--- src/smem_pkg.sv ---
// ~~~~~~~~~~~~~~~~~~~~
// Shared widths and enums for the shared-memory unit
// Imported by every stage and by the top level
// ~~~~~~~~~~~~~~~~~~~~
package smem_pkg;

    // Byte address width of core and data-cache requests
    parameter int ADDR_WIDTH = 32;

    // Bytes per word and the matching data width
    parameter int WORD_SIZE  = 4;
    parameter int DATA_WIDTH = WORD_SIZE * 8;

    // Tag width that the core uses to match responses
    parameter int TAG_WIDTH = 8;

    // Outstanding reads tracked per lane by the result stage
    parameter int ORDER_DEPTH = 4;

    typedef enum logic {
        MEM_READ  = 1'b0,
        MEM_WRITE = 1'b1
    } mem_op_e;

    // Destination of a request, also kept per read in the order queue
    typedef enum logic {
        ROUTE_DCACHE = 1'b0,
        ROUTE_SMEM   = 1'b1
    } route_e;

endpackage
--- src/smem_route_decode.sv ---
// ~~~~~~~~~~~~~~~~~~~~
// Decode stage: steers each lane's request to shared memory or the data cache
// and records the route of every accepted read
// ~~~~~~~~~~~~~~~~~~~~
`timescale 1ns/1ps

module smem_route_decode #(
    parameter int NUM_LANES     = 2,
    parameter int SMEM_LOG_SIZE = 10,
    parameter int NUM_BANKS     = 2,
    parameter logic [smem_pkg::ADDR_WIDTH-1:0] SMEM_BASE = 32'h0000_4000
) (
    input  logic [NUM_LANES-1:0]                            core_req_valid,
    input  smem_pkg::mem_op_e [NUM_LANES-1:0]               core_req_op,
    input  logic [NUM_LANES-1:0][smem_pkg::ADDR_WIDTH-1:0]  core_req_addr,
    input  logic [NUM_LANES-1:0][smem_pkg::WORD_SIZE-1:0]   core_req_byteen,
    input  logic [NUM_LANES-1:0][smem_pkg::DATA_WIDTH-1:0]  core_req_data,
    input  logic [NUM_LANES-1:0][smem_pkg::TAG_WIDTH-1:0]   core_req_tag,
    output logic [NUM_LANES-1:0]                            core_req_ready,

    output logic [NUM_LANES-1:0]                            dcache_req_valid,
    output smem_pkg::mem_op_e [NUM_LANES-1:0]               dcache_req_op,
    output logic [NUM_LANES-1:0][smem_pkg::ADDR_WIDTH-1:0]  dcache_req_addr,
    output logic [NUM_LANES-1:0][smem_pkg::WORD_SIZE-1:0]   dcache_req_byteen,
    output logic [NUM_LANES-1:0][smem_pkg::DATA_WIDTH-1:0]  dcache_req_data,
    output logic [NUM_LANES-1:0][smem_pkg::TAG_WIDTH-1:0]   dcache_req_tag,
    input  logic [NUM_LANES-1:0]                            dcache_req_ready,

    output logic [NUM_LANES-1:0]                            smem_req_valid,
    output smem_pkg::mem_op_e [NUM_LANES-1:0]               smem_req_op,
    output logic [NUM_LANES-1:0][SMEM_LOG_SIZE-$clog2(smem_pkg::WORD_SIZE)-1:0] smem_req_addr,
    output logic [NUM_LANES-1:0][smem_pkg::WORD_SIZE-1:0]   smem_req_byteen,
    output logic [NUM_LANES-1:0][smem_pkg::DATA_WIDTH-1:0]  smem_req_data,
    output logic [NUM_LANES-1:0][smem_pkg::TAG_WIDTH-1:0]   smem_req_tag,
    input  logic [NUM_LANES-1:0]                            smem_req_ready,

    output logic [NUM_LANES-1:0]                            order_push,
    output smem_pkg::route_e [NUM_LANES-1:0]                order_route,
    input  logic [NUM_LANES-1:0]                            order_full
);
    import smem_pkg::*;

    localparam int WORD_BITS = $clog2(WORD_SIZE);
    localparam int SMEM_AW   = SMEM_LOG_SIZE - WORD_BITS;

    // The window has to hold at least one word per bank
    if (SMEM_AW < $clog2(NUM_BANKS)) begin : g_cfg_check
        $error("shared-memory window is smaller than the bank count");
    end

    logic [NUM_LANES-1:0] is_read;
    logic [NUM_LANES-1:0] order_ok;

    always_comb begin
        for (int i = 0; i < NUM_LANES; i++) begin
            // Only the upper address bits are compared, the window is aligned to its size
            if (core_req_addr[i][ADDR_WIDTH-1:SMEM_LOG_SIZE]
                    == SMEM_BASE[ADDR_WIDTH-1:SMEM_LOG_SIZE]) begin
                order_route[i] = ROUTE_SMEM;
            end else begin
                order_route[i] = ROUTE_DCACHE;
            end
            is_read[i]  = (core_req_op[i] == MEM_READ);
            // A read needs a free slot in the lane's order queue
            order_ok[i] = !is_read[i] || !order_full[i];

            smem_req_valid[i]   = core_req_valid[i] && order_ok[i]
                                  && (order_route[i] == ROUTE_SMEM);
            dcache_req_valid[i] = core_req_valid[i] && order_ok[i]
                                  && (order_route[i] == ROUTE_DCACHE);

            core_req_ready[i] = order_ok[i] && ((order_route[i] == ROUTE_SMEM)
                                ? smem_req_ready[i] : dcache_req_ready[i]);
            order_push[i] = core_req_valid[i] && core_req_ready[i] && is_read[i];
        end
    end

    // Payload goes to both destinations, only the valid differs
    assign dcache_req_op     = core_req_op;
    assign dcache_req_addr   = core_req_addr;
    assign dcache_req_byteen = core_req_byteen;
    assign dcache_req_data   = core_req_data;
    assign dcache_req_tag    = core_req_tag;

    assign smem_req_op     = core_req_op;
    assign smem_req_byteen = core_req_byteen;
    assign smem_req_data   = core_req_data;
    assign smem_req_tag    = core_req_tag;

    always_comb begin
        for (int i = 0; i < NUM_LANES; i++) begin
            smem_req_addr[i] = core_req_addr[i][SMEM_LOG_SIZE-1:WORD_BITS];
        end
    end

endmodule

--- config.mk ---
export PLATFORM = sky130hd
export DESIGN_NAME = smem_route_decode
export DESIGN_NICKNAME = d
export VERILOG_FILES = /design/src/smem_pkg.sv /design/src/smem_route_decode.sv
export SDC_FILE = /design/constraint.sdc
export NUM_CORES = 1
export LEC_CHECK = 0
export ABC_AREA = 1
export BUFFER_PORTS_ARGS = -buffer_cell sky130_fd_sc_hd__buf_2
export CORE_AREA = 2 2 170 172
export DETAILED_ROUTE_END_ITERATION = 8
export DIE_AREA = 0 0 172 174
export GPL_TIMING_DRIVEN = 0
export SYNTH_ARGS = -nofsm -noshare
export SYNTH_HDL_FRONTEND = slang
export SYNTH_SLANG_ARGS = --single-unit
--- constraint.sdc ---
create_clock -name vclk -period 1.55
set_clock_uncertainty 0.15 [all_clocks]
set_input_delay 0.2325 -clock vclk [all_inputs]
set_output_delay 0.2325 -clock vclk [all_outputs]
set_load 0.01 [all_outputs]
==> results.md <==
* Die X at 172 um
* Fraction of layout cells with a size suffix above 1 at 93.80%
* Setup TNS at -0.1491 ns
* Max Clk Rate at 0.6220 GHz
* Period utilization at 103.7%
* Count of pins over their slew limit at 0
* P&R area growth vs syn at 102.7%
* Leakage power at 2.793 nW
* Vias per cell at 2.760
* N_diodes at 0
* I/O pins at 432
* Synthesized net count at 494
* Min-delay src: core_req_data[5]
* Final setup fails at 5
* Die ar. at 29930 um^2
* Initial DRT Pass Iterations at 4
* Crit-path max FO at 2
* DR vias at 2884
* Syn Std Cell Area at 2285 um^2
* Hold Crit Class: input pin to output port
* Critical Path AT at 1.23 ns
* Die Y at 174 um
* CP Capture Type: output port
* Starting DRT DRC Count at 31
* Warnings, synthesis at 0
* Overall routing resource usage at 5.543%
* M2 GR Usage at 14.12%
* GR peak layer: met2
* Number of port buffers at 324
* Cell row count at 62
* Actual slew at the worst max-slew pin at 0.1662 ns
* Synth cell count leaders: buf_4 (260), nor2_1 (22), nand2_1 (16), inv_1 (14), nor2_2 (8)
* Hold slack at 0.4977 ns
* Dpl hpwl at 9.570 mm
* Final Hold Fails at 0
* Fillcell total at 3264
* Initial antenna violation count at 1
* Placed cell count at 1040
* Routed WL at 10.18 mm
* Slack of the critical path at -0.05774 ns
* First-pass GRT wire length at 12.75 mm
* FFs & Latches at 0
* Drc violations at 0
* Largest net degree at the start of global routing at 5
* Post-route ant nets at 0
* Count of cell types in the netlist at 10
* Register area share after synthesis at 0%
* Post-synth top area cell: buf_4
* WL/cell at 9.743 um
* M1 GR Usage at 4.183%
* Slew HR at 88.89%
* Footprint of the multi-input gates at 385.4 um^2
* CP Launch Type: input pin
* Worst IR Drop VDD at 0.09215 mV
* Clock buffer cells at 0
* Core ar. at 28240 um^2
* RSZ-0062 raised after global routing: true
* Post-CTS Hold Buffers at 0
* Share of the synthesized area in the top cell type at 85.43%
* Storage element area at 0 um^2
* Max-Cap Viols at 0
* M3 GR Usage at 0.4781%
* Grt ovf at 0
* Pwr Density at 265.2 nW/um^2
* WP data required at 1.17 ns
* Fin nets at 825
* Final Instance Count excl. Fillers at 1045
* CP Class: input pin to output port
* Initial Util at 8.091%
* Final instance area at 4632 um^2
* Failing checks: setup timing
* Largest cells by area after synthesis: buf_4 (85%), nor2_1 (3.6%), nand2_1 (2.6%)
* Worst setup path start: core_req_addr[42]
* Most frequent cell after synthesis: buf_4
* WHS Path Cells at 2
* Vias in the first global route at 2517
* Syn Area/Cell at 6.882 um^2
* Tmin final at 1.608 ns
* GPL Wtd Cong at 0.9090
* Post-layout util at 16.40%
* Status: finished with violations
* Cells after Synth at 332
* DP Area at 4387 um^2
cell usage in the layout (no fill, tap or decap), drive strengths merged:
| master | n |
|---|---|
| buf | 589 |
| inv | 14 |
| nand2 | 18 |
| nand3 | 6 |
| nand4 | 2 |
| nor2 | 30 |
| or2 | 2 |
routing by layer:
metal / share of wire, % / wire [um]
met1: 26 / 2673
met2: 63 / 6372
met3: 11 / 1127
met4: 0.069 / 7
met5: 0 / 0
power breakdown:
part / switching (mW) / total (mW) / leakage [nW] / internal [mW]
Sequential: 0 / 0 / 0 / 0
Clock: 0 / 0 / 0 / 0
Combinational: 0.487 / 1.23 / 2.79 / 0.741
Total: 0.487 / 1.23 / 2.79 / 0.741
worst max-delay path: stages:
cell,delay [ns]
buf_6,0.09
or2_4,0.24
nor2_4,0.14
nand3_4,0.11
nand2_2,0.08
nand3_2,0.11
nor2_2,0.09
buf_2,0.13
area by class of cell:
class                           count  share of cell area [%]
Inverter                           14                   1.135
Tap cell                          384                   10.37
Buffer                            260                   42.14
Multi-Input combinational cell     58                   8.320
Timing Repair Buffer              329                   38.03
path summary, 6_finish.rpt:
path / end / slack (ns)
worst min-delay path: smem_req_data[5] / 0.50
worst max-delay path: order_push[1] / -0.06
cell families after synthesis:
kind of cell	synth area share (%)
buf+inv	87.73
simple gates	12.27
timing repair:
action / in CTS / in global routing
endpoints found under the setup margin: 8 / 8
setup buffers: 3 / 2
gates resized for setup: 30 / 22
pin swaps: 25 / 18
metrics by stage:
step / setup WS [ns] / power [mW]
2_1_floorplan: 0.2163 / 0.7361
3_3_place_gp: -0.1765 / 1.180
3_5_place_dp: -0.1811 / 1.188
4_1_cts: -0.1220 / 1.222
5_1_grt: -0.1376 / 1.315
6_report: -0.05774 / 1.228
(Power assumes the default switching activity.)
