File: config.mk
export PLATFORM = sky130hd
export DESIGN_NAME = smem_rsp_merge
export DESIGN_NICKNAME = d
export VERILOG_FILES = /design/src/smem_pkg.sv /design/src/smem_rsp_merge.sv
export SDC_FILE = /design/constraint.sdc
export NUM_CORES = 1
export LEC_CHECK = 0
export BUFFER_PORTS_ARGS = -buffer_cell sky130_fd_sc_hd__buf_4
export CAP_MARGIN = 25
export CORE_ASPECT_RATIO = 0.5
export CORE_MARGIN = 2
export CORE_UTILIZATION = 31
export CTS_CLUSTER_DIAMETER = 50
export CTS_CLUSTER_SIZE = 28
export DETAILED_ROUTE_END_ITERATION = 8
export HOLD_SLACK_MARGIN = 0.12
export PLACE_DENSITY = 0.78
export SYNTH_ARGS = -nofsm -noshare
export SYNTH_HDL_FRONTEND = slang
export SYNTH_SLANG_ARGS = --single-unit
File: constraint.sdc
create_clock -name clk -period 2.5 [get_ports clk]
set_input_delay 0.375 -clock clk [delete_from_list [all_inputs] [get_ports clk]]
set_output_delay 0.375 -clock clk [all_outputs]
set_load 0.05 [all_outputs]
File: src/smem_pkg.sv
// ~~~~~~~~~~~~~~~~~~~~
// Shared widths and enums for the shared-memory unit
// Imported by every stage and by the top level
// ~~~~~~~~~~~~~~~~~~~~
package smem_pkg;

    // Byte address width of core and data-cache requests
    parameter int ADDR_WIDTH = 32;

    // Bytes per word and the matching data width
    parameter int WORD_SIZE  = 4;
    parameter int DATA_WIDTH = WORD_SIZE * 8;

    // Tag width that the core uses to match responses
    parameter int TAG_WIDTH = 8;

    // Outstanding reads tracked per lane by the result stage
    parameter int ORDER_DEPTH = 4;

    typedef enum logic {
        MEM_READ  = 1'b0,
        MEM_WRITE = 1'b1
    } mem_op_e;

    // Destination of a request, also kept per read in the order queue
    typedef enum logic {
        ROUTE_DCACHE = 1'b0,
        ROUTE_SMEM   = 1'b1
    } route_e;

endpackage
File: src/smem_rsp_merge.sv
// ~~~~~~~~~~~~~~~~~~~~
// Result stage: returns shared-memory and data-cache read data to each lane
// in the order the reads were accepted
// ~~~~~~~~~~~~~~~~~~~~
`timescale 1ns/1ps

module smem_rsp_merge #(
    parameter int NUM_LANES = 2
) (
    input  logic                                            clk,
    input  logic                                            rst_n,

    input  logic [NUM_LANES-1:0]                            order_push,
    input  smem_pkg::route_e [NUM_LANES-1:0]                order_route,
    output logic [NUM_LANES-1:0]                            order_full,

    input  logic [NUM_LANES-1:0]                            smem_rsp_valid,
    input  logic [NUM_LANES-1:0][smem_pkg::DATA_WIDTH-1:0]  smem_rsp_data,
    input  logic [NUM_LANES-1:0][smem_pkg::TAG_WIDTH-1:0]   smem_rsp_tag,
    output logic [NUM_LANES-1:0]                            smem_rsp_ready,

    input  logic [NUM_LANES-1:0]                            dcache_rsp_valid,
    input  logic [NUM_LANES-1:0][smem_pkg::DATA_WIDTH-1:0]  dcache_rsp_data,
    input  logic [NUM_LANES-1:0][smem_pkg::TAG_WIDTH-1:0]   dcache_rsp_tag,
    output logic [NUM_LANES-1:0]                            dcache_rsp_ready,

    output logic [NUM_LANES-1:0]                            core_rsp_valid,
    output logic [NUM_LANES-1:0][smem_pkg::DATA_WIDTH-1:0]  core_rsp_data,
    output logic [NUM_LANES-1:0][smem_pkg::TAG_WIDTH-1:0]   core_rsp_tag,
    input  logic [NUM_LANES-1:0]                            core_rsp_ready
);
    import smem_pkg::*;

    localparam int PTR_W = $clog2(ORDER_DEPTH);
    localparam int CNT_W = $clog2(ORDER_DEPTH + 1);

    route_e queue_q [NUM_LANES][ORDER_DEPTH];

    logic [NUM_LANES-1:0][PTR_W-1:0] wr_ptr_q;
    logic [NUM_LANES-1:0][PTR_W-1:0] rd_ptr_q;
    logic [NUM_LANES-1:0][CNT_W-1:0] count_q;
    logic [NUM_LANES-1:0]            head_smem;
    logic [NUM_LANES-1:0]            not_empty;
    logic [NUM_LANES-1:0]            pop;

    // The head route alone decides which source reaches the core
    always_comb begin
        for (int i = 0; i < NUM_LANES; i++) begin
            not_empty[i] = (count_q[i] != '0);
            head_smem[i] = (queue_q[i][rd_ptr_q[i]] == ROUTE_SMEM);
            order_full[i] = (count_q[i] == CNT_W'(ORDER_DEPTH));

            core_rsp_valid[i] = not_empty[i]
                                && (head_smem[i] ? smem_rsp_valid[i] : dcache_rsp_valid[i]);
            core_rsp_data[i]  = head_smem[i] ? smem_rsp_data[i] : dcache_rsp_data[i];
            core_rsp_tag[i]   = head_smem[i] ? smem_rsp_tag[i] : dcache_rsp_tag[i];

            smem_rsp_ready[i]   = not_empty[i] && head_smem[i] && core_rsp_ready[i];
            dcache_rsp_ready[i] = not_empty[i] && !head_smem[i] && core_rsp_ready[i];
            pop[i] = core_rsp_valid[i] && core_rsp_ready[i];
        end
    end

    always_ff @(posedge clk) begin
        for (int i = 0; i < NUM_LANES; i++) begin
            if (order_push[i]) begin
                queue_q[i][wr_ptr_q[i]] <= order_route[i];
            end
        end
    end

    // Pointers wrap on their own since ORDER_DEPTH is a power of two
    always_ff @(posedge clk or negedge rst_n) begin
        if (!rst_n) begin
            wr_ptr_q <= '0;
            rd_ptr_q <= '0;
            count_q  <= '0;
        end else begin
            for (int i = 0; i < NUM_LANES; i++) begin
                if (order_push[i]) begin
                    wr_ptr_q[i] <= wr_ptr_q[i] + 1'b1;
                end
                if (pop[i]) begin
                    rd_ptr_q[i] <= rd_ptr_q[i] + 1'b1;
                end
                if (order_push[i] && !pop[i]) begin
                    count_q[i] <= count_q[i] + 1'b1;
                end else if (pop[i] && !order_push[i]) begin
                    count_q[i] <= count_q[i] - 1'b1;
                end
            end
        end
    end

endmodule

==> summary.txt <==
Yosys
  • Synth cell types: 20
  • Post-Syn Area per Cell: 11.9 um^2
  • XOR/XNOR Fraction of Synth Area: 0.0391
  • Post-synth design cell area: 0.00224 mm^2
  • Area fraction of the dominant cell type after synthesis: 0.412
  • Ranking of synthesized cells by area: mux2_2 (41%), dfrtp_1 (16%), edfxtp_1 (11%)
  • Synth Area in Adders: 0.0737
  • Synth Area in Compound Gates: 0.0156
  • Syn. warnings: 0
  • Synth Area in Simple Gates: 0.0682
  • Largest family of logic cells by synthesized area: multiplexers
  • Register bit total from synthesis: 22
  • Syn nets: 372
  • Post-synthesis mux area share: 0.477
  • Cells after Synth: 188
  • Area leader, netlist: mux2_2
  • Sequential share of the synthesized area: 0.264

Finish
  • Area delta synth->final: 95.5%
  • # nets final: 635
  • Antenna cells: 0
  • Layout cell share with drive strength beyond 1: 0.798
  • Fillers: 581

Detailed routing
  • Detailed-route wire length per cell: 16.7 um
  • Total wire length: 9080 um
  • Post-route ant nets: 0
  • Initial DRC Count: 98
  • Vias per inst: 4.44
  • Initial DRT Pass Iterations: 7
  • # DRC: 0
  • Vias: 2406

CTS
  • Worst-Skew Late Latency: 0.25 ns
  • H-Tree Depth: 1
  • Setup bufs post-CTS: 0
  • Clk sink count: 22
  • Max Buffers Root-to-Sink: 2
  • TritonCTS clock tree: yes
  • Cts bufs inserted: 3
  • Worst-path clk slew: 0.06 ns
  • CTS Root Cell: clkbuf_16

Critical path
  • CP startpoint: rd_ptr_q[1]
  • Type of origin of the critical path: flip-flop
  • CP cell instances: mux2i_2, mux2i_4, buf_8, mux2_2, buf_4
  • Worst Setup End Kind: output pin
  • WP buf/inv: 2
  • Worst stage delay on the critical path: 0.43 ns
  • Worst reg2reg setup slack: 0.09 ns
  • CP arrival: 2.07 ns
  • Worst r2r src: rd_ptr_q[1]
  • FF-to-FF End: count_q[1]
  • Worst Path Max Fanout: 42
  • Levels on crit path: 5
  • Worst Setup EP: core_rsp_data[18]
  • Worst R2R Path Depth: 8
  • Top cell family by delay on the critical path: multiplexers
  • Worst EP required: 2.12 ns
  • Slowest-stage cell, CP: dfrtp_1
  • Crit path kind: reg2out

Global routing
  • Pin count of the biggest net entering global routing: 43
  • Total track usage: 0.213
  • Vias in the first global route: 2412
  • Initial antenna violation count: 0
  • First-pass GRT wire length: 13500 um
  • Gr ovfl total: 0

Timing
  • Final Max Slew Viols: 0
  • Min Tclk post-route: 2.44 ns
  • Setup ws final: 0.0561 ns
  • Slew headroom: 0.790
  • Final setup vio count: 0
  • Least-Margin Pin Slew: 0.309 ns
  • Final hold violation count: 0
  • RSZ-0062 raised after global routing: yes
  • Final worst path period share: 0.978
  • Hold WS: 0.322 ns
  • Worst Clk Skew: 0.00202 ns
  • Fmax: 409 MHz

Pwr
  • Cell-internal power: 2.67 mW
  • Power Density: 1350 mW/mm^2
  • Comb pwr share: 0.809
  • Clock group share of total power: 0.075
  • Sequential group share of total power: 0.116
  • Switching share of power: 0.549
  • Pwr Total: 5.92 mW
  • Net Sw Power: 3.25 mW
  • LEAKAGE: 2.20 nW
  • Worst IR Drop VDD: 0.717 mV

Floorplanning
  • Core area: 0.00683 mm^2
  • Starting Density: 0.328
  • DIE AREA: 0.00796 mm^2
  • Count of standard-cell rows: 21
  • Io pins: 260
  • Die X: 124 um
  • Die height: 64.1 um

Placement
  • Buffers on Ports: 259
  • Post-DP HPWL: 7720 um
  • GPL Wtd Cong: 0.877
  • Setup WS pre-CTS: 0.0848 ns

Outcome
  • Status: finished clean

Flow run
  • Max-Cap Viols: 0

Min path
  • Worst Hold Class: in2reg
==> routing by layer <==
layer	part of all wire	wire (um)	global-route usage
met5	0	0	0
met4	0.0046	42	0.0225
met3	0.037	335	0.0293
met2	0.50	4540	0.373
met1	0.46	4160	0.292
==> worst reg2reg max path: cells and delay by family (launching register included) <==
kind | cells | cell delay [ns]
fa+ha+maj | 2 | 0.59
buf+inv | 1 | 0.07
flops | 1 | 0.43
mux | 4 | 0.91
simple gates | 1 | 0.28
==> worst min-delay path by stage <==
stage                               from             to  slack [ns]  depth (start not counted)
final                     order_route[0]  queue_q[0][1]        0.32                          1
after global routing      order_route[0]  queue_q[0][3]        0.32                          1
after CTS                 order_route[0]  queue_q[0][3]        0.32                          1
after detailed placement           rst_n    rd_ptr_q[2]        0.24                          1
after global placement             rst_n    rd_ptr_q[2]        0.24                          1
after floorplan                    rst_n     count_q[0]        0.08                          0
==> per-stage QoR <==
step	setup TNS [ns]	utilization	std cells	instance area (um^2)
after global placement	0	0.620	537	4230
after detailed placement	0	0.620	537	4230
after global routing	-0.0539	0.641	542	4380
after CTS	0	0.638	542	4360
after floorplan	0	-	188	2240
final	0	0.641	542	4380
==> final cells by class <==
cell class | count | area [um^2] | share of cell area
clock buffers | 3 | 75.1 | 0.0171
inverters | 8 | 30.0 | 0.00686
well taps | 92 | 115 | 0.0263
clock inverters | 1 | 30.0 | 0.00686
flip-flops and latches | 22 | 591 | 0.135
multi-input cells | 150 | 1520 | 0.348
repair buffers | 266 | 2010 | 0.460
==> cells in the mapped netlist <==
library cell,number
nand2_1,2
and2_1,8
o31ai_1,2
xnor2_1,2
nor3b_1,4
mux2i_1,10
clkbuf_8,8
or2_2,2
o21ai_0,4
xor2_1,8
mux2i_4,2
nor3_1,2
nor2_1,8
fa_1,2
mux2_2,82
edfxtp_1,8
ha_1,10
nand2b_1,2
inv_1,8
dfrtp_1,14
==> cells in the final DEF, fill, tap and decap left out, drive strengths merged, types with 3 or more instances in the layout <==
master,netlist,layout
xor2,8,8
edfxtp,8,8
nor2,8,8
and2,8,8
inv,8,8
nor3b,4,4
mux2i,12,12
mux2,82,82
clkbuf,8,3
dfrtp,14,14
o21ai,4,4
buf,0,265
ha,10,10
==> cell families after synthesis <==
kind of cell,count (synthesis)
muxes,94
and+or+nand+nor,28
AOI/OAI and AO/OA,6
xor gates and xnor gates,10
adders and majority gates,12
buffers and inverters,16
DFF,22
==> state kept, by name, indices dropped and copies added (netlist names) <==
name	count
queue_q	8
rd_ptr_q	4
count_q	6
wr_ptr_q	4
==> what timing repair did <==
item / 4_1_cts / 5_1_grt
gates resized for setup: 2 / 8
endpoints found under the hold margin: 14 / 0
endpoints found under the setup margin: 42 / 40
hold buffers: 1 / 0
==> power groups by stage <==
stage	Clock, mW	Sequential (mW)	Combinational [mW]
floorplan	0	0.650	3.61
global placement	0	0.676	4.70
detailed placement	0	0.682	4.73
CTS	0.448	0.678	4.77
global route	0.462	0.709	5.00
finish	0.443	0.685	4.79
No activity file was read; power rests on OpenSTA's default activity.
